===== config.mk =====
export PLATFORM = sky130hd
export DESIGN_NAME = fetch
export DESIGN_NICKNAME = d
export VERILOG_FILES = /design/src/isa_pkg.sv /design/src/pipe_pkg.sv /design/src/fetch.sv
export VERILOG_INCLUDE_DIRS = /design/src
export SDC_FILE = /design/constraint.sdc
export NUM_CORES = 2
export LEC_CHECK = 0
export BUFFER_PORTS_ARGS = -buffer_cell sky130_fd_sc_hd__buf_2
export CORE_MARGIN = 1.5
export CORE_UTILIZATION = 50
export DETAILED_ROUTE_END_ITERATION = 10
export PLACE_DENSITY = 0.77
export SYNTH_ARGS = -nofsm -noshare
export SYNTH_HDL_FRONTEND = slang
export SYNTH_SLANG_ARGS = --single-unit
export TNS_END_PERCENT = 1

===== constraint.sdc =====
create_clock -name clk -period 6.7 [get_ports clk]
set_input_delay 0.335 -clock clk [delete_from_list [all_inputs] [get_ports clk]]
set_output_delay 0.335 -clock clk [all_outputs]
set_load 0.02 [all_outputs]

===== src/cpu_defs.svh =====
// Width and depth macros shared by the 16-bit pipelined processor
`ifndef CPU_DEFS_SVH
`define CPU_DEFS_SVH

// Datapath width and register file shape
`define CPU_XLEN        16
`define CPU_NREGS       8
`define CPU_RIDX_W      3

// Word-addressed memories, indexed by byte address bits AW..1
`define CPU_IMEM_DEPTH  256
`define CPU_IMEM_AW     8
`define CPU_DMEM_DEPTH  256
`define CPU_DMEM_AW     8

`endif


===== src/isa_pkg.sv =====
// Instruction set encodings for the processor, with opcodes, ALU functions and field layout
`include "cpu_defs.svh"

package isa_pkg;

   // Major opcode in bits 15..11
   typedef enum logic [4:0] {
      OP_HALT  = 5'b00000,
      OP_NOP   = 5'b00001,
      OP_J     = 5'b00100,
      OP_ADDI  = 5'b01000,
      OP_BEQZ  = 5'b01100,
      OP_BNEZ  = 5'b01101,
      OP_ST    = 5'b10000,
      OP_LD    = 5'b10001,
      OP_LBI   = 5'b11000,
      OP_RTYPE = 5'b11011
   } opcode_e;

   // R-type function field, also the internal ALU select
   typedef enum logic [1:0] {
      ALU_ADD = 2'b00,
      ALU_SUB = 2'b01,   // rs - rt
      ALU_AND = 2'b10,
      ALU_XOR = 2'b11
   } alu_op_e;

   // Immediates overlay the low fields
   // imm5 is bits 4..0, imm8 is bits 7..0, imm11 is bits 10..0
   typedef struct packed {
      opcode_e                opcode;
      logic [`CPU_RIDX_W-1:0] rs;
      logic [`CPU_RIDX_W-1:0] rt;
      logic [`CPU_RIDX_W-1:0] rd;
      alu_op_e                funct;
   } instr_t;

endpackage


===== src/pipe_pkg.sv =====
// Pipeline bundles for the processor, covering control, stage registers, redirect and trace
`include "cpu_defs.svh"

package pipe_pkg;

   typedef enum logic [1:0] {
      BR_NONE    = 2'b00,
      BR_ZERO    = 2'b01,
      BR_NONZERO = 2'b10
   } br_kind_e;

   typedef struct packed {
      logic             valid;
      logic             reg_write;
      logic             mem_read;
      logic             mem_write;
      logic             alu_src_imm;
      logic             imm_pass;     // LBI, immediate straight to the result
      br_kind_e         branch;
      logic             jump;
      logic             halt;
      isa_pkg::alu_op_e alu_op;
   } ctrl_t;

   typedef struct packed {
      logic                 valid;
      logic [`CPU_XLEN-1:0] pc_next;
      isa_pkg::instr_t      instr;
   } if_id_t;

   typedef struct packed {
      ctrl_t                  ctrl;
      logic [`CPU_XLEN-1:0]   pc_next;
      logic [`CPU_XLEN-1:0]   rs_val;
      logic [`CPU_XLEN-1:0]   rt_val;
      logic [`CPU_XLEN-1:0]   imm;
      logic [`CPU_RIDX_W-1:0] wsel;
   } id_ex_t;

   typedef struct packed {
      ctrl_t                  ctrl;
      logic [`CPU_XLEN-1:0]   alu_out;
      logic [`CPU_XLEN-1:0]   store_val;
      logic [`CPU_RIDX_W-1:0] wsel;
   } ex_mem_t;

   typedef struct packed {
      logic                   valid;
      logic                   reg_write;
      logic                   halt;
      logic [`CPU_RIDX_W-1:0] wsel;
      logic [`CPU_XLEN-1:0]   wdata;
   } mem_wb_t;

   typedef struct packed {
      logic                 taken;
      logic [`CPU_XLEN-1:0] target;
   } redirect_t;

   typedef struct packed {
      logic                   valid;
      logic [`CPU_RIDX_W-1:0] reg_idx;
      logic [`CPU_XLEN-1:0]   data;
   } wb_trace_t;

endpackage


===== src/fetch.sv =====
// Fetch stage holding the PC, run flag, loadable instruction memory and IF/ID register
`timescale 1ns/100ps
`include "cpu_defs.svh"

module fetch (
   input  logic                    clk,
   input  logic                    arst_n,
   input  logic                    start,
   input  logic                    imem_we,
   input  logic [`CPU_IMEM_AW-1:0] imem_addr,
   input  logic [`CPU_XLEN-1:0]    imem_wdata,
   input  logic                    stall,
   input  pipe_pkg::redirect_t     redirect,
   input  logic                    halt_seen,
   output pipe_pkg::if_id_t        if_q
);
   import isa_pkg::*;

   logic [`CPU_XLEN-1:0] imem [`CPU_IMEM_DEPTH];
   logic [`CPU_XLEN-1:0] pc;
   logic [`CPU_XLEN-1:0] pc_plus2;
   logic                 run;
   logic                 fetch_en;
   instr_t               word;
   logic                 valid_q;
   logic [`CPU_XLEN-1:0] pc_next_q;
   instr_t               instr_q;

   assign word     = instr_t'(imem[pc[`CPU_IMEM_AW:1]]);
   assign pc_plus2 = pc + 'd2;
   assign fetch_en = run && !start && !redirect.taken && !halt_seen && !stall;

   // Program load port, open at any time
   always_ff @(posedge clk) begin
      if (imem_we) begin
         imem[imem_addr] <= imem_wdata;
      end
   end

   always_ff @(posedge clk or negedge arst_n) begin
      if (!arst_n) begin
         run     <= 1'b0;
         pc      <= '0;
         valid_q <= 1'b0;
      end else if (start) begin
         run     <= 1'b1;
         pc      <= '0;
         valid_q <= 1'b0;
      end else if (redirect.taken) begin
         run     <= 1'b1;              // A wrong-path HALT may have paused fetch
         pc      <= redirect.target;
         valid_q <= 1'b0;
      end else if (halt_seen) begin
         run     <= 1'b0;
         valid_q <= 1'b0;
      end else if (!stall) begin
         valid_q <= run;
         if (run) begin
            pc <= pc_plus2;
            if (word.opcode == OP_HALT) begin
               run <= 1'b0;            // Stop at HALT, nothing beyond it is fetched
            end
         end
      end
   end

   always_ff @(posedge clk) begin
      if (fetch_en) begin
         instr_q   <= word;
         pc_next_q <= pc_plus2;
      end
   end

   assign if_q = '{valid: valid_q, pc_next: pc_next_q, instr: instr_q};

endmodule


==> reports/results.txt <==
effective utilization at floorplan -> 50.35%
final core area utilization -> 56.87%
R2R setup slack -> 1.18 ns
DRC Markers -> 0
Max VDD drop -> 0.2715 mV
Req. time, crit path -> 7.51 ns
die height -> 566.6 µm
slew margin rel. -> 3.133%
cell depth of the worst flop-to-flop path -> 10
post-route cell area -> 179400 µm²
CTS Sinks -> 4146
largest net degree at the start of global routing -> 162
Hold Crit Class -> primary input to flop
CP startpoint -> pc[1]$_DFFE_PN0P_
LEAKAGE -> 54.51 nW
Least-Margin Pin Slew -> 1.449 ns
antenna violations before repair -> 53
RSZ-0062 raised after global routing -> false
endpoints failing setup -> 0
Setup Skew -> 0.07699 ns
critical path class -> flop to flop
overall routed net length -> 449.9 mm
Core Box Area -> 315500 µm²
WHS Path Cells -> 1
WP data arrival -> 6.33 ns
Max-Cap Viols -> 0
Post-CTS Resized -> 0
share of cells above drive strength 1 -> 30.88%
Pwr Density -> 301.3 nW/µm²
min-delay src -> imem_wdata[2]
clock transition at the registers of the reported paths -> 0.06 ns
vias per cell -> 6.828
Post-Syn Nets -> 6623
die width -> 566.6 µm
synthesized area per cell -> 24.16 µm²
nets@finish -> 7151
Wirelength per Cell -> 38.68 µm
mapped cell area -> 158800 µm²
first-pass GRT wire length -> 626.5 mm
Worst-Skew Late Latency -> 0.99 ns
num ports -> 80
crit end category -> flop
Post-synth EDFFs -> 4128
DP Area -> 166000 µm²
vias in the first global route -> 79780
Detailed Place HPWL -> 242.7 mm
1st-pass router iterations -> 9
DR iter-0 viols -> 14010
Max Clock Freq -> 181.1 MHz
total power -> 54.06 mW
Final Max Tran Viols -> 0
global-route usage over all layers -> 27.97%
CTS tree -> yes
Setup crit start kind -> flop
WHS Endpoint -> imem[98][2]$_DFFE_PP_
Root Buffer -> clkbuf_16
Final GP Congestion -> 0.9445
die area -> 321100 µm²
Routed Antenna Nets -> 0
period utilization -> 82.40%
Area growth, synth to finish -> 12.96%
final hold viol count -> 0
Yosys cell types -> 55
#FFs+latches synth -> 4146
total gr overflow -> 0
setup repair bufs after CTS -> 0
Max FO, Critical Path -> 72
post-synthesis sequential area ratio -> 78.32%
Clock Path Buffers -> 4
cell count after placement -> 10810
Final min period -> 5.521 ns
H-tree levels -> 5
R2R Path End -> run$_DFFE_PN0P_
buffers added on ports -> 79
prevailing post-synth register cell -> edfxtp_1
Post-Layout Cell Count -> 11630
async set or reset register ratio after synthesis -> 0.4342%
total CTS buffers -> 397
YS warnings -> 0
# rows -> 206
reg2reg start -> pc[1]$_DFFE_PN0P_
status -> complete, no violations
final setup TNS -> 0 ns
via count -> 79420
synthesized instance count -> 6575
state kept, by name (all words and copies together), names as in the netlist:
register and count:
run 1, if_q 16, valid_q 1, imem 4096, pc 16, pc_next_q 16
worst max-delay path by stage:
stage               slack, ns                  to
finish                   1.18     run$_DFFE_PN0P_
global placement         1.75     run$_DFFE_PN0P_
CTS                      1.56  pc[13]$_DFFE_PN0P_
detailed placement       1.73  if_q[10]$_DFFE_PP_
floorplan                3.12   if_q[0]$_DFFE_PP_
global route             1.11  pc[13]$_DFFE_PN0P_
synthesized netlist by cell type (11+ instances only):
master	n	area (µm²)
mux4_2	1256	28290
nor3_1	19	95.09
nand3_1	44	220.2
nor2_1	303	1137
xor2_1	14	122.6
buf_1	53	198.9
a22oi_1	30	225.2
clkbuf_1	196	735.7
buf_4	21	157.7
nor2b_1	18	112.6
nand4_1	11	68.82
o22ai_1	21	131.4
buf_2	93	465.5
a21oi_1	41	205.2
edfxtp_1	4128	124000
nand2_1	75	281.5
o221ai_1	23	201.4
mux2i_1	76	760.7
o21ai_0	15	75.07
dfrtp_1	18	450.4
through the flow:
stage          hold slack (ns)  setup WS (ns)
2_1_floorplan          0.03941          3.120
3_3_place_gp            0.4015          1.746
3_5_place_dp            0.4112          1.728
4_1_cts                0.02231          1.563
5_1_grt                0.05693          1.112
6_report               0.02335          1.179
cells in the final DEF (no fill, tap or decap), types with 43 or more instances in the layout:
cell	instances
nand3_1	43
dlygate4sd3_1	49
buf_4	355
clkinv_2	64
nor2_1	286
edfxtp_1	4128
mux4_2	1256
nand2_1	75
mux2i_1	76
clkbuf_1	88
buf_2	63
diode_2	60
clkbuf_16	398
clkinv_1	82
worst max-delay path: stages (launching register included):
cell and delay, ns:
dfrtp_4 0.90, buf_12 0.46, buf_12 0.53, mux4_2 0.57, mux4_2 0.53, a22oi_1 0.71, a21oi_1 0.15, a21oi_1 0.67
nand3_1 0.34, nor2_1 0.20, a22oi_1 0.08
power breakdown:
part	total (mW)	switching [mW]	internal (mW)
combinational	3.18	1.97	1.20
clock	22.2	9.90	12.3
sequential	28.7	0.0761	28.6
layer usage:
layer,global-route usage (%),routed length (µm),vias up,share of wire [%]
li1,-,-,29420,-
met1,35.07,143400,41380,32
met4,18.84,34370,32,7.6
met5,0,297,-,0.066
met3,7.925,61670,1453,14
met2,42.78,210200,7138,47
logic make-up after synthesis:
group,share of synthesized area [%]
compound gates,0.7869
flops,78.32
xor+xnor,0.1323
buf+inv,1.068
fa+ha+maj,0.007876
mux,18.32
simple gates,1.361
timing repair:
action	in CTS	in global routing
hold buffers	50	0
endpoints found under the setup margin	0	0
endpoints found under the hold margin	304	0
layout make-up:
cell class / count / area (µm²)
fillers: 21310 / 136100
flip-flops and latches: 4146 / 124400
multi-input cells: 2049 / 32810
clock buffers: 486 / 10290
well taps: 4160 / 5205
repair buffers: 502 / 4071
clock inverters: 222 / 2439
diodes: 60 / 150.1
inverters: 7 / 36.28
Note: power is estimated with default switching activity, not from simulation.
