File: src/cpu_defs.svh
// Width and depth macros shared by the 16-bit pipelined processor
`ifndef CPU_DEFS_SVH
`define CPU_DEFS_SVH

// Datapath width and register file shape
`define CPU_XLEN        16
`define CPU_NREGS       8
`define CPU_RIDX_W      3

// Word-addressed memories, indexed by byte address bits AW..1
`define CPU_IMEM_DEPTH  256
`define CPU_IMEM_AW     8
`define CPU_DMEM_DEPTH  256
`define CPU_DMEM_AW     8

`endif

File: src/isa_pkg.sv
// Instruction set encodings for the processor, with opcodes, ALU functions and field layout
`include "cpu_defs.svh"

package isa_pkg;

   // Major opcode in bits 15..11
   typedef enum logic [4:0] {
      OP_HALT  = 5'b00000,
      OP_NOP   = 5'b00001,
      OP_J     = 5'b00100,
      OP_ADDI  = 5'b01000,
      OP_BEQZ  = 5'b01100,
      OP_BNEZ  = 5'b01101,
      OP_ST    = 5'b10000,
      OP_LD    = 5'b10001,
      OP_LBI   = 5'b11000,
      OP_RTYPE = 5'b11011
   } opcode_e;

   // R-type function field, also the internal ALU select
   typedef enum logic [1:0] {
      ALU_ADD = 2'b00,
      ALU_SUB = 2'b01,   // rs - rt
      ALU_AND = 2'b10,
      ALU_XOR = 2'b11
   } alu_op_e;

   // Immediates overlay the low fields
   // imm5 is bits 4..0, imm8 is bits 7..0, imm11 is bits 10..0
   typedef struct packed {
      opcode_e                opcode;
      logic [`CPU_RIDX_W-1:0] rs;
      logic [`CPU_RIDX_W-1:0] rt;
      logic [`CPU_RIDX_W-1:0] rd;
      alu_op_e                funct;
   } instr_t;

endpackage

File: src/pipe_pkg.sv
// Pipeline bundles for the processor, covering control, stage registers, redirect and trace
`include "cpu_defs.svh"

package pipe_pkg;

   typedef enum logic [1:0] {
      BR_NONE    = 2'b00,
      BR_ZERO    = 2'b01,
      BR_NONZERO = 2'b10
   } br_kind_e;

   typedef struct packed {
      logic             valid;
      logic             reg_write;
      logic             mem_read;
      logic             mem_write;
      logic             alu_src_imm;
      logic             imm_pass;     // LBI, immediate straight to the result
      br_kind_e         branch;
      logic             jump;
      logic             halt;
      isa_pkg::alu_op_e alu_op;
   } ctrl_t;

   typedef struct packed {
      logic                 valid;
      logic [`CPU_XLEN-1:0] pc_next;
      isa_pkg::instr_t      instr;
   } if_id_t;

   typedef struct packed {
      ctrl_t                  ctrl;
      logic [`CPU_XLEN-1:0]   pc_next;
      logic [`CPU_XLEN-1:0]   rs_val;
      logic [`CPU_XLEN-1:0]   rt_val;
      logic [`CPU_XLEN-1:0]   imm;
      logic [`CPU_RIDX_W-1:0] wsel;
   } id_ex_t;

   typedef struct packed {
      ctrl_t                  ctrl;
      logic [`CPU_XLEN-1:0]   alu_out;
      logic [`CPU_XLEN-1:0]   store_val;
      logic [`CPU_RIDX_W-1:0] wsel;
   } ex_mem_t;

   typedef struct packed {
      logic                   valid;
      logic                   reg_write;
      logic                   halt;
      logic [`CPU_RIDX_W-1:0] wsel;
      logic [`CPU_XLEN-1:0]   wdata;
   } mem_wb_t;

   typedef struct packed {
      logic                 taken;
      logic [`CPU_XLEN-1:0] target;
   } redirect_t;

   typedef struct packed {
      logic                   valid;
      logic [`CPU_RIDX_W-1:0] reg_idx;
      logic [`CPU_XLEN-1:0]   data;
   } wb_trace_t;

endpackage

File: src/decode.sv
// Decode stage with control generation, register file, immediates and the ID/EX register
`timescale 1ns/100ps
`include "cpu_defs.svh"

module decode (
   input  logic                clk,
   input  logic                arst_n,
   input  pipe_pkg::if_id_t    if_q,
   input  logic                stall,
   input  pipe_pkg::redirect_t redirect,
   input  pipe_pkg::mem_wb_t   wb_q,
   output pipe_pkg::id_ex_t    id_q,
   output pipe_pkg::wb_trace_t trace,
   output logic                err
);
   import isa_pkg::*;
   import pipe_pkg::*;

   logic [`CPU_XLEN-1:0]   regs [`CPU_NREGS];
   instr_t                 ins;
   logic [`CPU_XLEN-1:0]   raw;
   ctrl_t                  ctrl;
   logic                   illegal;
   logic                   bubble;
   logic [`CPU_XLEN-1:0]   imm;
   logic [`CPU_RIDX_W-1:0] wsel;
   logic                   wb_we;
   logic [`CPU_XLEN-1:0]   rs_val;
   logic [`CPU_XLEN-1:0]   rt_val;
   ctrl_t                  ctrl_q;
   logic [`CPU_XLEN-1:0]   pc_next_q;
   logic [`CPU_XLEN-1:0]   rs_val_q;
   logic [`CPU_XLEN-1:0]   rt_val_q;
   logic [`CPU_XLEN-1:0]   imm_q;
   logic [`CPU_RIDX_W-1:0] wsel_q;
   logic                   trace_valid;
   logic [`CPU_RIDX_W-1:0] trace_reg;
   logic [`CPU_XLEN-1:0]   trace_data;

   assign ins = if_q.instr;
   assign raw = if_q.instr;

   always_comb begin
      ctrl        = ctrl_t'('0);
      ctrl.valid  = 1'b1;
      ctrl.branch = BR_NONE;
      ctrl.alu_op = ALU_ADD;
      illegal     = 1'b0;
      imm         = {{(`CPU_XLEN-5){raw[4]}}, raw[4:0]};
      wsel        = ins.rd;
      case (ins.opcode)
         OP_HALT: ctrl.halt = 1'b1;
         OP_NOP:  ;
         OP_ADDI: begin
            ctrl.reg_write   = 1'b1;
            ctrl.alu_src_imm = 1'b1;
            wsel             = ins.rt;
         end
         OP_LD: begin
            ctrl.reg_write   = 1'b1;
            ctrl.mem_read    = 1'b1;
            ctrl.alu_src_imm = 1'b1;
            wsel             = ins.rt;
         end
         OP_ST: begin
            ctrl.mem_write   = 1'b1;
            ctrl.alu_src_imm = 1'b1;
         end
         OP_LBI: begin
            ctrl.reg_write = 1'b1;
            ctrl.imm_pass  = 1'b1;
            imm            = {{(`CPU_XLEN-8){raw[7]}}, raw[7:0]};
            wsel           = ins.rs;
         end
         OP_BEQZ, OP_BNEZ: begin
            ctrl.branch = (ins.opcode == OP_BEQZ) ? BR_ZERO : BR_NONZERO;
            imm         = {{(`CPU_XLEN-8){raw[7]}}, raw[7:0]};
         end
         OP_J: begin
            ctrl.jump = 1'b1;
            imm       = {{(`CPU_XLEN-11){raw[10]}}, raw[10:0]};
         end
         OP_RTYPE: begin
            ctrl.reg_write = 1'b1;
            ctrl.alu_op    = ins.funct;
         end
         default: illegal = 1'b1;
      endcase
   end

   // Flushed, stalled and illegal slots all leave as bubbles
   assign bubble = !if_q.valid || illegal || stall || redirect.taken;

   // Register file, written from writeback with same-cycle bypass to the reads
   assign wb_we = wb_q.valid && wb_q.reg_write;

   always_ff @(posedge clk) begin
      if (wb_we) begin
         regs[wb_q.wsel] <= wb_q.wdata;
      end
   end

   assign rs_val = (wb_we && wb_q.wsel == ins.rs) ? wb_q.wdata : regs[ins.rs];
   assign rt_val = (wb_we && wb_q.wsel == ins.rt) ? wb_q.wdata : regs[ins.rt];

   always_ff @(posedge clk or negedge arst_n) begin
      if (!arst_n) begin
         ctrl_q      <= ctrl_t'('0);
         trace_valid <= 1'b0;
         err         <= 1'b0;
      end else begin
         ctrl_q      <= bubble ? ctrl_t'('0) : ctrl;
         trace_valid <= wb_we;
         if (if_q.valid && illegal && !redirect.taken) begin
            err <= 1'b1;           // Sticky until reset
         end
      end
   end

   always_ff @(posedge clk) begin
      pc_next_q  <= if_q.pc_next;
      rs_val_q   <= rs_val;
      rt_val_q   <= rt_val;
      imm_q      <= imm;
      wsel_q     <= wsel;
      trace_reg  <= wb_q.wsel;     // Trace lags the register write by one cycle
      trace_data <= wb_q.wdata;
   end

   assign id_q = '{ctrl: ctrl_q, pc_next: pc_next_q, rs_val: rs_val_q,
                   rt_val: rt_val_q, imm: imm_q, wsel: wsel_q};
   assign trace = '{valid: trace_valid, reg_idx: trace_reg, data: trace_data};

endmodule

File: config.mk
export PLATFORM = sky130hd
export DESIGN_NAME = decode
export DESIGN_NICKNAME = d
export VERILOG_FILES = /design/src/isa_pkg.sv /design/src/pipe_pkg.sv /design/src/decode.sv
export VERILOG_INCLUDE_DIRS = /design/src
export SDC_FILE = /design/constraint.sdc
export NUM_CORES = 1
export LEC_CHECK = 0
export BUFFER_PORTS_ARGS = -buffer_cell sky130_fd_sc_hd__buf_2
export CAP_MARGIN = 20
export CORE_MARGIN = 2
export CORE_UTILIZATION = 39
export DETAILED_ROUTE_END_ITERATION = 12
export PLACE_DENSITY_LB_ADDON = 0.15
export SLEW_MARGIN = 5
export SYNTH_ARGS = -nofsm -noshare
export SYNTH_HDL_FRONTEND = slang
export SYNTH_SLANG_ARGS = --single-unit
export TNS_END_PERCENT = 1
File: constraint.sdc
create_clock -name clk -period 1.6 [get_ports clk]
set_clock_uncertainty 0.1 [all_clocks]
set_input_delay 0.08 -clock clk [delete_from_list [all_inputs] [get_ports clk]]
set_output_delay 0.08 -clock clk [all_outputs]
set_load 0.1 [all_outputs]
==> results of run 1 <==
## kinds of logic after synthesis
kind of cell / count (synthesis)
AO/OA/AOI/OAI: 21
AND/OR/NAND/NOR: 54
multiplexers: 96
flip-flops: 197
buffers and inverters: 40
## layout by cell type (no fill, tap or decap), types with 3 or more instances in the layout
cell type      netlist  routed
dlygate4sd3_1        0      58
nand2_1              3       3
edfxtp_1           128     128
nand2b_1             3       3
inv_6                0       5
buf_8                0       6
nor3_1               7       5
inv_1               10      10
nor2_1              10       4
nand3_1              9       9
dfxtp_1             55      53
o21ai_0              6       6
buf_6                1      19
mux4_2              64      64
and2_1               3       3
a21oi_1              3       3
nor2_2               0       6
dfrtp_1             14      14
o211ai_1             6       6
buf_2                3     125
buf_12               0      25
mux2_4               0       9
mux2_2              32      23
clkbuf_16            0      21
buf_4               12       7
nor3b_1              3       3
## path summary, 6_finish.rpt
kind                       startpoint      endpoint  slack [ps]
setup / recovery             register      id_q[33]        -610
hold / removal               if_q[16]  pc_next_q[0]         190
setup reg to reg                  err           err         780
hold reg to reg                   err           err         390
max in group asynchronous      arst_n   trace_valid         360
min in group asynchronous      arst_n      id_q[73]         630
## area by class of cell
type / count / area [µm²]
flip-flops and latches: 197 / 5300
fillers: 1531 / 8770
clock buffers: 22 / 518
clock inverters: 10 / 91.3
multi-input cells: 171 / 2350
inverters: 10 / 37.5
repair buffers: 242 / 2120
well taps: 265 / 332
## critical path, delay by kind of cell, from the launching register on
kind	cells	cell delay [ps]
buf+inv	2	390
mux	2	780
flops	1	450
## Yosys cell counts, types with 2 or more instances
master,n,area [µm²]
nand3_1,9,45.0
buf_2,3,15.0
buf_1,6,22.5
nor4b_1,2,17.5
mux2_2,32,360
and2_1,3,18.8
clkbuf_1,8,30.0
nand2_1,3,11.3
nor2_1,10,37.5
nor3_1,7,35.0
o21ai_0,6,30.0
nand2b_1,3,18.8
dfrtp_1,14,350
nor2b_1,2,12.5
o211ai_1,6,45.0
mux4_2,64,1440
edfxtp_1,128,3840
o2111ai_1,2,17.5
buf_4,12,90.1
dfxtp_1,55,1100
inv_1,10,37.5
nor3b_1,3,22.5
a21oi_1,3,15.0
## stage by stage
step | setup TNS (ps) | instance area, µm²
2_1_floorplan | -12910 | 7780
6_report | -18660 | 10800
4_1_cts | -19570 | 10600
3_5_place_dp | -8250 | 9150
5_1_grt | -20800 | 10800
3_3_place_gp | -7990 | 9150
## power by group through the flow
| stage | Clock [mW] | Combinational (mW) | Sequential (mW) |
|---|---|---|---|
| 2_1_floorplan | 0 | 1.15 | 6.27 |
| 3_3_place_gp | 0 | 2.14 | 5.72 |
| 3_5_place_dp | 0 | 2.15 | 5.73 |
| 4_1_cts | 4.41 | 2.40 | 5.62 |
| 5_1_grt | 4.62 | 2.54 | 5.64 |
| 6_report | 4.29 | 2.45 | 5.62 |
## routing by layer
metal,GRT usage [%],part of all wire (%)
met5,0,0
met3,4.75,6.4
met2,29.8,52
met1,21.7,41
met4,6.57,0.85
## repair_timing
action / 4_1_cts / 5_1_grt
hold buffers: 58 / 0
gates cloned: 1 / 1
endpoints found under the hold margin: 210 / 0
endpoints found under the setup margin: 32 / 37
gates resized for setup: 77 / 27
==> impl_metrics.py, run 1 <==
metrics = {
    "synthesis": {
        "synthFlopType": "edfxtp_1",
        "ys_ff_latch": 197,
        "synthXorXnorAreaFrac_pct": 0,
        "ys_warn_count": 0,
        "synthSimpleGateAreaFrac_pct": 4.26,
        "muxShareOfSynthArea_pct": 23.2,
        "async_flop_share_pct": 7.11,
        "avgSynthCellArea_um2": 19.1,
        "synth_top_family_by_area": "multiplexers",
        "synth-seq-area-share_pct": 68.1,
        "synth-adder-area-share_pct": 0,
        "syn_area_um2": 7780,
        "syn_inst": 408,
        "syn-num-nets": 483,
        "synth_edf_count": 128,
        "synth_compound_area_share_pct": 1.85,
        "ys_types": 40,
    },
    "worst_setup_path": {
        "critPathSlowestCell": "mux4_2",
        "cp.required_ps": 1420,
        "path_class": "register to output pin",
        "arrival_ps": 2030,
        "path_cells": "clkbuf_16 > mux4_2 > mux2_2 > buf_6",
        "reg2regPathDepth": 1,
        "crit_path_end_kind": "output pin",
        "crit_path_max_fanout": 5,
        "cp-start-kind": "register",
        "slowest_delay_ps": 490,
    },
    "power": {
        "intPower_mw": 8.75,
        "switchingPower_mw": 3.62,
        "leakagePower_nw": 4.08,
        "power_mw": 12.4,
        "ir_drop_mv": 0.761,
        "seqPwrFrac_pct": 45.5,
        "power_density_nw_per_um2": 1150,
        "p_clk_share_pct": 34.7,
        "comb_power_share_pct": 19.8,
        "switching_share_pct": 29.3,
    },
    "cells_and_area": {
        "synthToLayoutAreaGrowth_pct": 38.2,
        "top_register": "regs",
        "largest_register_ffs": 128,
        "instances_no_fill": 917,
        "fin_util_pct": 55.1,
        "num_antenna_cells": 0,
        "reg_top3": "regs x128, pc_next_q x16, trace_data x16",
        "nets": 714,
        "drive_gt1_share_pct": 50.0,
    },
    "cts": {
        "cts_buffers": 17,
        "postCtsSetupRepairBufs": 0,
        "clk_path_buf_depth": 2,
        "cts_tree": "done",
        "cts.sinks": 197,
        "cts_max_level": 4,
        "cts_root_buf": "clkbuf_16",
        "insertion_delay_ps": 430,
        "path_clk_slew_ps": 70,
    },
    "timing": {
        "period_minus_slack_ps": 2210,
        "relSlewSlack_pct": 57.6,
        "grt_setup_unrepaired": "yes",
        "min_period_over_period_pct": 138,
        "max_freq_mhz": 452,
        "hold_viol": 0,
        "holdWs_ps": 185,
        "setup_violations": 32,
        "setup_slack_ps": -612,
        "finalMaxSlewViolations": 0,
        "tightest_slew_ps": 634,
    },
    "floorplanning": {
        "rows": 51,
        "die_y_um": 145,
        "num_io_pins": 175,
        "start_util_pct": 39.8,
        "core_um2": 19500,
        "die_area_um2": 21100,
        "die_x_um": 145,
    },
    "min_path": {
        "hp-class": "input pin to register",
        "holdPathStages": 2,
    },
    "routing": {
        "drt-pass1-iter-count": 4,
        "drc": 0,
        "drt_wl_total_um": 18200,
        "viasPerCell": 5.06,
        "vias": 4644,
        "routedWlPerCell_um": 19.9,
        "drt_iter0_markers": 181,
        "drt.antenna.violating_nets": 0,
    },
    "grt": {
        "grt_pass1_wl_um": 27800,
        "grt_max_degree": 33,
        "grt_pass1_vias": 5023,
        "grt_usage_pct": 17.6,
        "antenna_found_initial": 0,
        "gr-total-overflow": 0,
    },
    "place": {
        "dp_slack_ps": -310,
        "place_inst": 825,
        "gp_congestion": 0.786,
        "place_hpwl_um": 11000,
        "port_buffers": 157,
    },
    "run_status": {
        "status": "finished, violations left",
        "violations": "setup timing",
    },
    "flow_run": {
        "maxCapViolCount": 0,
    },
}
(Power assumes the default switching activity.)
==> run 2, diff against run 1 <==
- CTS_BUF_LIST: unset -> sky130_fd_sc_hd__clkbuf_8 sky130_fd_sc_hd__clkbuf_16
==> impl_metrics.py, run 2 (same netlist as run 1, synthesis figures left out) <==
metrics = {
    "run_status": {
        "status": "finished, violations left",
        "violations": "setup timing",
    },
    "grt": {
        "antenna_found_initial": 0,
        "grt_pass1_wl_um": 27800,
        "grt_max_degree": 33,
        "gr-total-overflow": 0,
        "grt_pass1_vias": 5023,
        "grt_usage_pct": 17.6,
    },
    "place": {
        "place_hpwl_um": 11000,
        "gp_congestion": 0.786,
        "port_buffers": 157,
        "place_inst": 825,
    },
    "cts": {
        "clk_path_buf_depth": 2,
        "postCtsSetupRepairBufs": 0,
        "cts_max_level": 4,
        "insertion_delay_ps": 430,
        "cts_buffers": 17,
        "cts_root_buf": "clkbuf_16",
        "cts_tree": "done",
        "cts.sinks": 197,
        "path_clk_slew_ps": 70,
    },
    "timing": {
        "setup_slack_ps": -612,
        "fin_setup_tns_ps": -18660,
        "max_freq_mhz": 452,
        "grt_setup_unrepaired": "yes",
        "period_minus_slack_ps": 2210,
        "finalMaxSlewViolations": 0,
        "min_period_over_period_pct": 138,
        "hold_viol": 0,
        "relSlewSlack_pct": 57.6,
        "tightest_slew_ps": 634,
        "setup_violations": 32,
    },
    "routing": {
        "routedWlPerCell_um": 19.9,
        "vias": 4642,
        "drt.antenna.violating_nets": 0,
        "viasPerCell": 5.06,
        "drc": 0,
        "drt-pass1-iter-count": 4,
        "drt_iter0_markers": 180,
        "drt_wl_total_um": 18200,
    },
    "floorplanning": {
        "die_x_um": 145,
        "die_area_um2": 21100,
        "rows": 51,
        "num_io_pins": 175,
        "core_um2": 19500,
        "start_util_pct": 39.8,
        "die_y_um": 145,
    },
    "worst_setup_path": {
        "cp.required_ps": 1420,
        "crit_path_end_kind": "output pin",
        "crit_path_max_fanout": 5,
        "path_class": "register to output pin",
        "path_cells": "clkbuf_16 > mux4_2 > mux2_2 > buf_6",
        "critPathSlowestCell": "mux4_2",
        "slowest_delay_ps": 490,
        "cp-start-kind": "register",
        "arrival_ps": 2030,
    },
    "power": {
        "ir_drop_mv": 0.761,
        "switching_share_pct": 29.3,
        "switchingPower_mw": 3.62,
        "intPower_mw": 8.75,
        "comb_power_share_pct": 19.8,
        "seqPwrFrac_pct": 45.5,
        "power_density_nw_per_um2": 1150,
        "power_mw": 12.4,
        "leakagePower_nw": 4.08,
        "p_clk_share_pct": 34.7,
    },
    "cells_and_area": {
        "num_antenna_cells": 0,
        "reg_top3": "regs x128, pc_next_q x16, trace_data x16",
        "synthToLayoutAreaGrowth_pct": 38.2,
        "layout_common_cells": "128 x edfxtp_1, 125 x buf_2, 64 x mux4_2",
        "layout_commonest_cell": "edfxtp_1",
        "instances_no_fill": 917,
        "nets": 714,
        "drive_gt1_share_pct": 50.0,
        "top_register": "regs",
        "largest_register_ffs": 128,
    },
    "flow_run": {
        "maxCapViolCount": 0,
    },
    "min_path": {
        "hp-class": "input pin to register",
    },
}
## run 2: changes by cell type in the layout (fill, tap and decap cells not counted), sizes merged
cell,delta
clkbuf,-1
inv,+1
## run 2: repair_timing
action	in CTS	in global routing
endpoints found under the setup margin	32	37
gates cloned	1	1
hold endpoints to repair	210	0
resized for setup	77	27
hold buffers	58	0
## run 2: final timing paths
check / from / endpoint / slack (ps) / cells past startpoint
setup / recovery: register / id_q[33] / -610 / 4
hold / removal: if_q[16] / pc_next_q[0] / 190 / 2
setup reg to reg: err / err / 780 / 1
hold reg to reg: err / err / 390 / 1
max in group asynchronous: arst_n / trace_valid / 360 / 3
min in group asynchronous: arst_n / id_q[73] / 630 / 3
## run 2: cell type report
class,count,area [µm²]
flip-flops and latches,197,5300
well taps,265,332
inverters,10,37.5
repair buffers,242,2120
multi-input cells,171,2350
clock buffers,21,514
fillers,1531,8770
clock inverters,11,95.1
## run 2: per-layer routing
| layer | wire (µm) | global-route usage, % | vias up |
|---|---|---|---|
| li1 | - | - | 2107 |
| met1 | 7430 | 21.7 | 2360 |
| met2 | 9450 | 29.8 | 161 |
| met3 | 1170 | 4.75 | 14 |
| met4 | 154 | 6.57 | 0 |
| met5 | 0 | 0 | - |
## run 2: worst max-delay path, delay by kind of cell, from the launching register on
kind     cells  cell delay (ps)
flops        1              450
buf+inv      2              390
mux          2              780
## run 2: stage by stage
step / hold slack [ps] / instance area, µm² / setup WS [ps] / util (%)
floorplan: -316 / 7780 / -368 / -
global placement: -108 / 9150 / -283 / 46.9
detailed placement: -107 / 9150 / -310 / 46.9
CTS: 155 / 10600 / -645 / 54.3
global route: 166 / 10800 / -679 / 55.1
finish: 185 / 10800 / -612 / 55.1
## run 2: power by group through the flow
| stage | clock network [mW] | registers [mW] | logic [mW] |
|---|---|---|---|
| after CTS | 4.40 | 5.62 | 2.40 |
| after floorplan | 0 | 6.27 | 1.15 |
| after global routing | 4.61 | 5.64 | 2.54 |
| after detailed placement | 0 | 5.73 | 2.15 |
| after global placement | 0 | 5.72 | 2.14 |
| final | 4.29 | 5.62 | 2.45 |
