--- src/cpu_defs.svh ---
// Width and depth macros shared by the 16-bit pipelined processor
`ifndef CPU_DEFS_SVH
`define CPU_DEFS_SVH

// Datapath width and register file shape
`define CPU_XLEN        16
`define CPU_NREGS       8
`define CPU_RIDX_W      3

// Word-addressed memories, indexed by byte address bits AW..1
`define CPU_IMEM_DEPTH  256
`define CPU_IMEM_AW     8
`define CPU_DMEM_DEPTH  256
`define CPU_DMEM_AW     8

`endif

--- src/isa_pkg.sv ---
// Instruction set encodings for the processor, with opcodes, ALU functions and field layout
`include "cpu_defs.svh"

package isa_pkg;

   // Major opcode in bits 15..11
   typedef enum logic [4:0] {
      OP_HALT  = 5'b00000,
      OP_NOP   = 5'b00001,
      OP_J     = 5'b00100,
      OP_ADDI  = 5'b01000,
      OP_BEQZ  = 5'b01100,
      OP_BNEZ  = 5'b01101,
      OP_ST    = 5'b10000,
      OP_LD    = 5'b10001,
      OP_LBI   = 5'b11000,
      OP_RTYPE = 5'b11011
   } opcode_e;

   // R-type function field, also the internal ALU select
   typedef enum logic [1:0] {
      ALU_ADD = 2'b00,
      ALU_SUB = 2'b01,   // rs - rt
      ALU_AND = 2'b10,
      ALU_XOR = 2'b11
   } alu_op_e;

   // Immediates overlay the low fields
   // imm5 is bits 4..0, imm8 is bits 7..0, imm11 is bits 10..0
   typedef struct packed {
      opcode_e                opcode;
      logic [`CPU_RIDX_W-1:0] rs;
      logic [`CPU_RIDX_W-1:0] rt;
      logic [`CPU_RIDX_W-1:0] rd;
      alu_op_e                funct;
   } instr_t;

endpackage

--- src/pipe_pkg.sv ---
// Pipeline bundles for the processor, covering control, stage registers, redirect and trace
`include "cpu_defs.svh"

package pipe_pkg;

   typedef enum logic [1:0] {
      BR_NONE    = 2'b00,
      BR_ZERO    = 2'b01,
      BR_NONZERO = 2'b10
   } br_kind_e;

   typedef struct packed {
      logic             valid;
      logic             reg_write;
      logic             mem_read;
      logic             mem_write;
      logic             alu_src_imm;
      logic             imm_pass;     // LBI, immediate straight to the result
      br_kind_e         branch;
      logic             jump;
      logic             halt;
      isa_pkg::alu_op_e alu_op;
   } ctrl_t;

   typedef struct packed {
      logic                 valid;
      logic [`CPU_XLEN-1:0] pc_next;
      isa_pkg::instr_t      instr;
   } if_id_t;

   typedef struct packed {
      ctrl_t                  ctrl;
      logic [`CPU_XLEN-1:0]   pc_next;
      logic [`CPU_XLEN-1:0]   rs_val;
      logic [`CPU_XLEN-1:0]   rt_val;
      logic [`CPU_XLEN-1:0]   imm;
      logic [`CPU_RIDX_W-1:0] wsel;
   } id_ex_t;

   typedef struct packed {
      ctrl_t                  ctrl;
      logic [`CPU_XLEN-1:0]   alu_out;
      logic [`CPU_XLEN-1:0]   store_val;
      logic [`CPU_RIDX_W-1:0] wsel;
   } ex_mem_t;

   typedef struct packed {
      logic                   valid;
      logic                   reg_write;
      logic                   halt;
      logic [`CPU_RIDX_W-1:0] wsel;
      logic [`CPU_XLEN-1:0]   wdata;
   } mem_wb_t;

   typedef struct packed {
      logic                 taken;
      logic [`CPU_XLEN-1:0] target;
   } redirect_t;

   typedef struct packed {
      logic                   valid;
      logic [`CPU_RIDX_W-1:0] reg_idx;
      logic [`CPU_XLEN-1:0]   data;
   } wb_trace_t;

endpackage

--- src/hazard_unit.sv ---
// Hazard unit that stalls decode on read-after-write conflicts with execute and memory
`timescale 1ns/100ps

module hazard_unit (
   input  isa_pkg::instr_t   instr,
   input  logic              valid,
   input  pipe_pkg::id_ex_t  id_q,
   input  pipe_pkg::ex_mem_t ex_q,
   output logic              stall
);
   import isa_pkg::*;

   logic reads_rs;
   logic reads_rt;
   logic ex_hit;
   logic mem_hit;

   // Only true source operands count
   always_comb begin
      reads_rs = 1'b0;
      reads_rt = 1'b0;
      case (instr.opcode)
         OP_ADDI, OP_LD, OP_BEQZ, OP_BNEZ: reads_rs = 1'b1;
         OP_ST, OP_RTYPE: begin
            reads_rs = 1'b1;
            reads_rt = 1'b1;       // ST data comes from rt
         end
         default: ;
      endcase
   end

   assign ex_hit = id_q.ctrl.valid && id_q.ctrl.reg_write &&
                   ((reads_rs && id_q.wsel == instr.rs) || (reads_rt && id_q.wsel == instr.rt));
   assign mem_hit = ex_q.ctrl.valid && ex_q.ctrl.reg_write &&
                    ((reads_rs && ex_q.wsel == instr.rs) || (reads_rt && ex_q.wsel == instr.rt));

   // Writeback is covered by the register file bypass
   assign stall = valid && (ex_hit || mem_hit);

endmodule

--- config.mk ---
export PLATFORM = sky130hd
export DESIGN_NAME = hazard_unit
export DESIGN_NICKNAME = d
export VERILOG_FILES = /design/src/isa_pkg.sv /design/src/pipe_pkg.sv /design/src/hazard_unit.sv
export VERILOG_INCLUDE_DIRS = /design/src
export SDC_FILE = /design/constraint.sdc
export NUM_CORES = 1
export LEC_CHECK = 0
export BUFFER_PORTS_ARGS = -buffer_cell sky130_fd_sc_hd__clkbuf_2
export CORE_AREA = 5 5 52 54
export DETAILED_ROUTE_END_ITERATION = 16
export DIE_AREA = 0 0 57 59
export GPL_ROUTABILITY_DRIVEN = 1
export PLACE_DENSITY = 0.8
export SYNTH_ARGS = -nofsm -noshare
export SYNTH_HDL_FRONTEND = slang
export SYNTH_SLANG_ARGS = --single-unit
--- constraint.sdc ---
create_clock -name vclk -period 2.35
set_input_delay 0.1175 -clock vclk [all_inputs]
set_output_delay 0.1175 -clock vclk [all_outputs]
set_load 0.05 [all_outputs]
==> results of run 1 <==
## synthesized netlist by cell type
cell,instances,share of area (%)
or3_1,1,2.6
a21oi_1,1,2.1
o311ai_0,1,3.7
nor4_1,3,7.9
nand3_1,1,2.1
o21ai_0,1,2.1
xor2_1,11,41
inv_1,1,1.6
nor3_1,1,2.1
or2b_2,1,3.7
nor4b_1,1,3.7
o2111ai_1,1,3.7
nor2b_1,1,2.6
a21oi_2,1,3.7
nor3b_1,1,3.2
a211oi_1,1,3.2
o31ai_1,1,3.2
nand2_1,2,3.2
o22ai_1,1,2.6
or2_2,1,2.6
## cell usage in the layout, fill, tap and decap left out
| master | instances |
|---|---|
| nor4_1 | 3 |
| xor2_1 | 11 |
| nor3b_1 | 1 |
| a211oi_1 | 1 |
| or2b_2 | 1 |
| nor3_1 | 1 |
| or3_1 | 1 |
| o21ai_0 | 1 |
| o2111ai_1 | 1 |
| nand3_1 | 1 |
| nor4b_1 | 1 |
| o31ai_1 | 1 |
| or2_2 | 1 |
| o22ai_1 | 1 |
| a21oi_2 | 1 |
| inv_1 | 1 |
| nand2_1 | 2 |
| nor2b_1 | 1 |
| clkbuf_2 | 23 |
| a21oi_1 | 1 |
| o311ai_0 | 1 |
## worst max-delay path, stage by stage
cell,delay [ns]
clkbuf_2,0.10
or3_1,0.39
a21oi_2,0.18
a211oi_1,0.10
o22ai_1,0.17
clkbuf_2,0.30
## cell type report
type	instances	area [µm²]	area share, %
multi-input combinational	32	234	60.3
inverter	1	3.75	0.968
timing repair buffer	23	115	29.7
tap	28	35.0	9.03
## metal layers
metal	global-route usage, %	share of wire [%]	vias to the layer above
li1	-	-	172
met1	6.05	40	152
met2	10.8	54	15
met3	0.218	5.5	0
met4	0.662	0	0
met5	0	0	-
## power by group
part / internal [µW] / switching, µW
Sequential: 0 / 0
Combinational: 27.5 / 27.9
Clock: 0 / 0
Total: 27.5 / 27.9
## path summary, 6_finish.rpt
check / startpoint / end / slack [ns] / cells after the start
worst max-delay path: instr[12] / stall / 0.87 / 6
worst min-delay path: valid / stall / 0.69 / 4
## stage by stage
stage	area, µm²	setup slack (ns)	power (µW)	util (%)
after floorplan	238	0.688	25.0	-
after global placement	388	0.889	52.8	17.9
after detailed placement	388	0.868	55.6	17.9
after CTS	388	0.866	55.8	17.9
after global routing	388	0.737	63.3	17.9
final	388	0.869	55.4	17.9
## kinds of logic after synthesis
kind of cell    Yosys count
xor+xnor                 11
compound gates            8
simple gates             13
buf+inv                   1
==> results_dict.tcl, run 1 <==
set metrics [dict create \
    postCtsHoldBufs 0 \
    peakVddDrop_uv 39.3 \
    ff_latch_area_um2 0 \
    fin_tns_setup_ns 0 \
    tightest_slew_ns 0.324 \
    grt_util_all_layers_pct 5.24 \
    finalSetupViolations 0 \
    critical_path_class "input pin to output pin" \
    dr.first_iter.drc_count 4 \
    final-hold-violation-count 0 \
    core-area_mm2 0.00217 \
    yosys.area_share.simple_pct 33.7 \
    vias 339 \
    drive_gt1_share_pct 46.4 \
    synth_nets 176 \
    maxCapViolCount 0 \
    drv_slew 0 \
    hpwl_um 783 \
    syn2layout_area_growth_pct 63.2 \
    synthMuxAreaShare_pct 0 \
    fp.dieW_um 57 \
    hold_class "input pin to output pin" \
    rsz0062_at_grt "no" \
    clockBufferCount 0 \
    yosysSeqAreaShare_pct 0 \
    drc 0 \
    gp_congestion 0.720 \
    fp.dieH_um 59 \
    arrival_ns 1.36 \
    viasPerCell 4.04 \
    end_kind "output pin" \
    diodes 0 \
    netlist_area_um2 238 \
    first_pass_iters 2 \
    crit_fanout 4 \
    synth_compound_area_share_pct 24.2 \
    fill_cells 256 \
    ys.warnings.count 0 \
    status "completed" \
    finalCritPeriodShare_pct 63.0 \
    start_util_pct 11.0 \
    synthCells 33 \
    p_per_area_mw_per_mm2 143 \
    synth_top_family_by_area "XOR/XNOR gates" \
    grt_max_degree 5 \
    antenna_found_initial 0 \
    wl_per_cell_um 9.92 \
    fmax_ghz 0.675 \
    min_period_ns 1.48 \
    cp-start-kind "input pin" \
    layout.cells.non_filler 84 \
    die-area_mm2 0.00336 \
    portBuffers 23 \
    dp_cells 84 \
    drtAntennaViolNets 0 \
    grt_remaining_overflow 0 \
    io_pins 144 \
    postCtsSetupBuffers 0 \
    leakagePower_uw 0.000175 \
    slew_headroom_pct 78.1 \
    synth_fa_ha_area_share_pct 0 \
    rows 17 \
    synth.distinct_cells 20 \
    final_nets 201 \
    postRouteWirelength_um 833 \
    grt_pass1_vias 400 \
    cp.required_ns 2.23 \
    synth_xor_area_share_pct 40.5 \
    synth_area_per_cell_um2 7.20 \
    cts_resized 0 \
    grt_pass1_wl_um 1500 \
    sequential_cell_total 0 \
    fin_hold_ws_ns 0.692 \
]
Power figures use the tool's default switching activity.
==> run 2: changes to the inputs <==
--- a/config.mk
+++ b/config.mk
@@ -7,11 +7,11 @@
 export NUM_CORES = 1
 export LEC_CHECK = 0
 export BUFFER_PORTS_ARGS = -buffer_cell sky130_fd_sc_hd__clkbuf_2
-export CORE_AREA = 5 5 52 54
+export CORE_MARGIN = 5
+export CORE_UTILIZATION = 10
 export DETAILED_ROUTE_END_ITERATION = 16
-export DIE_AREA = 0 0 57 59
 export GPL_ROUTABILITY_DRIVEN = 1
-export PLACE_DENSITY = 0.8
+export PLACE_DENSITY = 0.77
 export SYNTH_ARGS = -nofsm -noshare
 export SYNTH_HDL_FRONTEND = slang
 export SYNTH_SLANG_ARGS = --single-unit
==> constraint.sdc (replaced) <==
create_clock -name vclk -period 1.36
set_input_delay 0.068 -clock vclk [all_inputs]
set_output_delay 0.068 -clock vclk [all_outputs]
set_load 0.05 [all_outputs]
==> run 2 against run 1 <==
Cell area up 4.8%. Total power up 80%. Combinational power up 81%. Count of clock-buffer cells in the layout unchanged. Critical endpoint unchanged. Global-route usage up 0.48 points. Critical path depth unchanged. Largest power group unchanged. Largest cell class unchanged. Setup slack worse by 0.80 ns. Non-clock buffer count unchanged. First-iteration DRC count down 50%. Final cell count unchanged. Die area up 2.7%.
==> results_dict.tcl, run 2 (synthesis results as in run 1) <==
set metrics [dict create \
    status "completed" \
    cp.required_ns 1.29 \
    p_per_area_mw_per_mm2 246 \
    fmax_ghz 0.776 \
    p_comb_share_pct 100.0 \
    drc 0 \
    die-area_mm2 0.00345 \
    core-area_mm2 0.00223 \
    critical_path_class "input pin to output pin" \
    drv_slew 0 \
    tightest_slew_ns 0.324 \
    postCtsHoldBufs 0 \
    layout_commonest_cell "clkbuf_2" \
    diodes 0 \
    drive_gt1_share_pct 50.0 \
    grt_remaining_overflow 0 \
    clock_power_share_pct 0 \
    rows 17 \
    peakVddDrop_uv 82.8 \
    crit_start "instr[12]" \
    gp_congestion 0.691 \
    arrival_ns 1.22 \
    final-hold-violation-count 0 \
    grt_use_met2_pct 11.2 \
    io_pins 144 \
    final_nets 201 \
    syn2layout_area_growth_pct 71.1 \
    fill_cells 263 \
    hold_class "input pin to output pin" \
    fp.dieH_um 58.8 \
    switchingPower_uw 51.2 \
    first_pass_iters 2 \
    min_period_ns 1.29 \
    vias 359 \
    finalSetupViolations 0 \
    cp-start-kind "input pin" \
    p_total_uw 100 \
    start_util_pct 10.6 \
    postCtsSetupBuffers 0 \
    layout.cells.non_filler 84 \
    rsz0062_at_grt "no" \
    hp-start "valid" \
    grt_max_degree 5 \
    final_cell_mix "clkbuf_2, xor2_1, nor4_1" \
    ff_latch_area_um2 0 \
    leakagePower_uw 0.000180 \
    viasPerCell 4.27 \
    drtAntennaViolNets 0 \
    finalCritPeriodShare_pct 94.7 \
    seqPwrFrac_pct 0 \
    postRouteWirelength_um 913 \
    end_kind "output pin" \
    dp_cells 84 \
    fin_hold_ws_ns 0.558 \
    wl_per_cell_um 10.9 \
    crit_fanout 4 \
    fin_area_um2 407 \
    clockBufferCount 0 \
    grt_pass1_vias 398 \
    slew_headroom_pct 78.1 \
    antenna_found_initial 0 \
    grt_pass1_wl_um 1630 \
    grt_util_all_layers_pct 5.72 \
    use_met1_pct 6.18 \
    maxCapViolCount 0 \
    grt.busiest_layer "met2" \
    post_dp_cell_area_um2 394 \
    use_met3_pct 1.32 \
    dr.first_iter.drc_count 2 \
    fp.dieW_um 58.8 \
    switching_share_pct 51.2 \
    sequential_cell_total 0 \
    multi_input_area_um2 246 \
    portBuffers 23 \
    p_int_uw 48.8 \
]
-- run 2: changes by cell type in the layout (fill, tap and decap cells not counted), sizes merged --
cell / previous run / this run
buf: 0 / 1
clkbuf: 23 / 22
-- run 2: routing by layer --
metal	share of wire [%]	wire, µm
met5	0	0
met3	11	97
met2	50	459
met4	1.8	16
met1	37	339
-- run 2: power groups by stage --
stage	logic [µW]	registers (µW)	clock network, µW
global placement	92.9	0	0
global route	113	0	0
floorplan	44.4	0	0
finish	100	0	0
CTS	98.3	0	0
detailed placement	97.8	0	0
-- run 2: worst paths after layout --
check	depth (start not counted)	slack [ns]	endpoint
hold / removal	4	0.56	stall
setup / recovery	6	0.07	stall
-- run 2: what timing repair did --
item,4_1_cts,5_1_grt
setup endpoints to repair,1,1
endpoints found under the hold margin,0,0
pin swaps,0,0
gates resized for setup,1,3
-- run 2: worst max-delay path, stage by stage --
cell	delay (ns)
clkbuf_2	0.11
or3_1	0.39
a21oi_2	0.17
o2111ai_1	0.15
o22ai_2	0.14
buf_6	0.18
-- run 2: final cells by class --
type	instances	share of cell area [%]
Multi-Input combinational cell	32	60.6
Timing Repair Buffer	23	29.8
Tap cell	28	8.62
Inverter	1	0.923
-- run 2: stage by stage --
step                worst slack (ns)  utilization, %  TNS, ns
floorplan                      0.116               -        0
detailed placement           -0.0122            17.6  -0.0122
global route                  0.0175            18.2        0
finish                        0.0720            18.2        0
CTS                           0.0335            17.8        0
global placement              0.0153            17.6        0
==> run 3: changes to the inputs <==
--- a/config.mk
+++ b/config.mk
@@ -6,12 +6,12 @@
 export SDC_FILE = /design/constraint.sdc
 export NUM_CORES = 1
 export LEC_CHECK = 0
-export BUFFER_PORTS_ARGS = -buffer_cell sky130_fd_sc_hd__clkbuf_2
-export CORE_MARGIN = 5
-export CORE_UTILIZATION = 10
+export BUFFER_PORTS_ARGS = -buffer_cell sky130_fd_sc_hd__buf_2
+export CORE_AREA = 5 5 52 54
 export DETAILED_ROUTE_END_ITERATION = 16
+export DIE_AREA = 0 0 57 59
 export GPL_ROUTABILITY_DRIVEN = 1
-export PLACE_DENSITY = 0.77
+export PLACE_DENSITY = 0.8
 export SYNTH_ARGS = -nofsm -noshare
 export SYNTH_HDL_FRONTEND = slang
 export SYNTH_SLANG_ARGS = --single-unit
==> constraint.sdc (replaced) <==
create_clock -name vclk -period 1.5
set_input_delay 0.075 -clock vclk [all_inputs]
set_output_delay 0.075 -clock vclk [all_outputs]
set_load 0.05 [all_outputs]
==> run 3 against run 2 <==
Final cell count unchanged. Total power decreased by 13%. Global-route usage decreased by 0.75 points. Via count decreased by 7.5%. First-iteration DRC count decreased by 50%. Routed wire length decreased by 12%. Critical path depth unchanged. Count of clock-buffer cells in the layout unchanged. Sequential cell count unchanged. Die area decreased by 2.6%. Setup slack improved by 0.074 ns. Critical path type unchanged.
==> results_dict.tcl, run 3 (synthesis results as in run 1) <==
set metrics [dict create \
    fp.dieW_um 57 \
    fmax_ghz 0.738 \
    finalCritPeriodShare_pct 90.3 \
    fin_area_um2 394 \
    grt_max_degree 5 \
    syn2layout_area_growth_pct 65.8 \
    portBuffers 23 \
    grt_pass1_vias 371 \
    crit_fanout 4 \
    drc 0 \
    fin_tns_setup_ns 0 \
    vias 332 \
    leakagePower_uw 0.000173 \
    hp-start "valid" \
    worstHoldEndpoint "stall" \
    wl_per_cell_um 9.54 \
    peakVddDrop_uv 67.1 \
    holdPathStages 4 \
    critical_path_class "input pin to output pin" \
    grt_remaining_overflow 0 \
    status "completed" \
    ff_latch_area_um2 0 \
    layout_commonest_cell "buf_2" \
    grt_pass1_wl_um 1470 \
    rows 17 \
    post_dp_cell_area_um2 394 \
    setup_ws_ns 0.145 \
    maxCapViolCount 0 \
    arrival_ns 1.28 \
    switchingPower_uw 43.5 \
    io_pins 144 \
    postRouteWirelength_um 801 \
    hpwl_um 770 \
    rsz0062_at_grt "no" \
    cp.required_ns 1.42 \
    diodes 0 \
    end_kind "output pin" \
    cp-start-kind "input pin" \
    cts_resized 0 \
    drv_slew 0 \
    seqPwrFrac_pct 0 \
    finalSetupViolations 0 \
    switching_share_pct 50.0 \
    p_comb_share_pct 100.0 \
    final-hold-violation-count 0 \
    antenna_found_initial 0 \
    die-area_mm2 0.00336 \
    tightest_slew_ns 0.329 \
    start_util_pct 11.0 \
    postCtsHoldBufs 0 \
    viasPerCell 3.95 \
    grt_util_all_layers_pct 4.97 \
    sequential_cell_total 0 \
    fp.dieH_um 59 \
    first_pass_iters 2 \
    slew_headroom_pct 77.8 \
    hold_class "input pin to output pin" \
    final_cell_mix "buf_2, xor2_1, nor4_1" \
    final_nets 201 \
    clockBufferCount 0 \
    p_int_uw 43.5 \
    min_period_ns 1.35 \
    dr.first_iter.drc_count 1 \
    p_per_area_mw_per_mm2 221 \
    drtAntennaViolNets 0 \
    core-area_mm2 0.00217 \
    clock_power_share_pct 0 \
    gp_congestion 0.731 \
    drive_gt1_share_pct 48.2 \
    place_ws_ns 0.135 \
    postCtsSetupBuffers 0 \
]
## run 3: cell count changes in the layout (fill, tap and decap cells not counted), sizes merged
cell	delta
clkbuf	-22
buf	+22
## run 3: worst max-delay path by stage
stage	from	endpoint	slack, ns	cells past startpoint
floorplan	instr[12]	stall	0.24	4
global placement	instr[12]	stall	0.14	6
detailed placement	instr[12]	stall	0.14	6
CTS	instr[12]	stall	0.13	6
global route	instr[11]	stall	0.05	6
finish	instr[12]	stall	0.15	6
## run 3: routing by layer
layer,GRT usage (%),wire (µm),share of wire [%],vias up
li1,-,-,-,171
met1,5.92,305,38,146
met2,10.1,437,55,15
met3,0.436,59,7.4,0
met4,0,0,0,0
met5,0,0,0,-
## run 3: power groups by stage
stage / registers, µW / logic [µW] / clock network, µW
floorplan: 0 / 40.3 / 0
global placement: 0 / 83.7 / 0
detailed placement: 0 / 87.8 / 0
CTS: 0 / 88.0 / 0
global route: 0 / 98.4 / 0
finish: 0 / 86.9 / 0
## run 3: metrics by stage
stage | utilization, % | instances | total power, µW | hold WS (ns)
6_report | 18.2 | 84 | 86.9 | 0.603
3_5_place_dp | 18.2 | 84 | 87.8 | 0.611
4_1_cts | 18.2 | 84 | 88.0 | 0.612
3_3_place_gp | 18.2 | 84 | 83.7 | 0.604
2_1_floorplan | - | 33 | 40.3 | 0.412
5_1_grt | 18.2 | 84 | 98.4 | 0.628
## run 3: worst max-delay path, cell delays in order
cell	delay, ns
buf_2	0.11
or3_1	0.39
a21oi_2	0.18
o2111ai_1	0.14
o22ai_2	0.10
buf_2	0.28
## run 3: cell type report
| cell class | count | area (µm²) |
|---|---|---|
| Fill cell | 258 | 1780 |
| Inverter | 1 | 3.75 |
| Multi-Input combinational cell | 32 | 240 |
| Tap cell | 28 | 35.0 |
| Timing Repair Buffer | 23 | 115 |
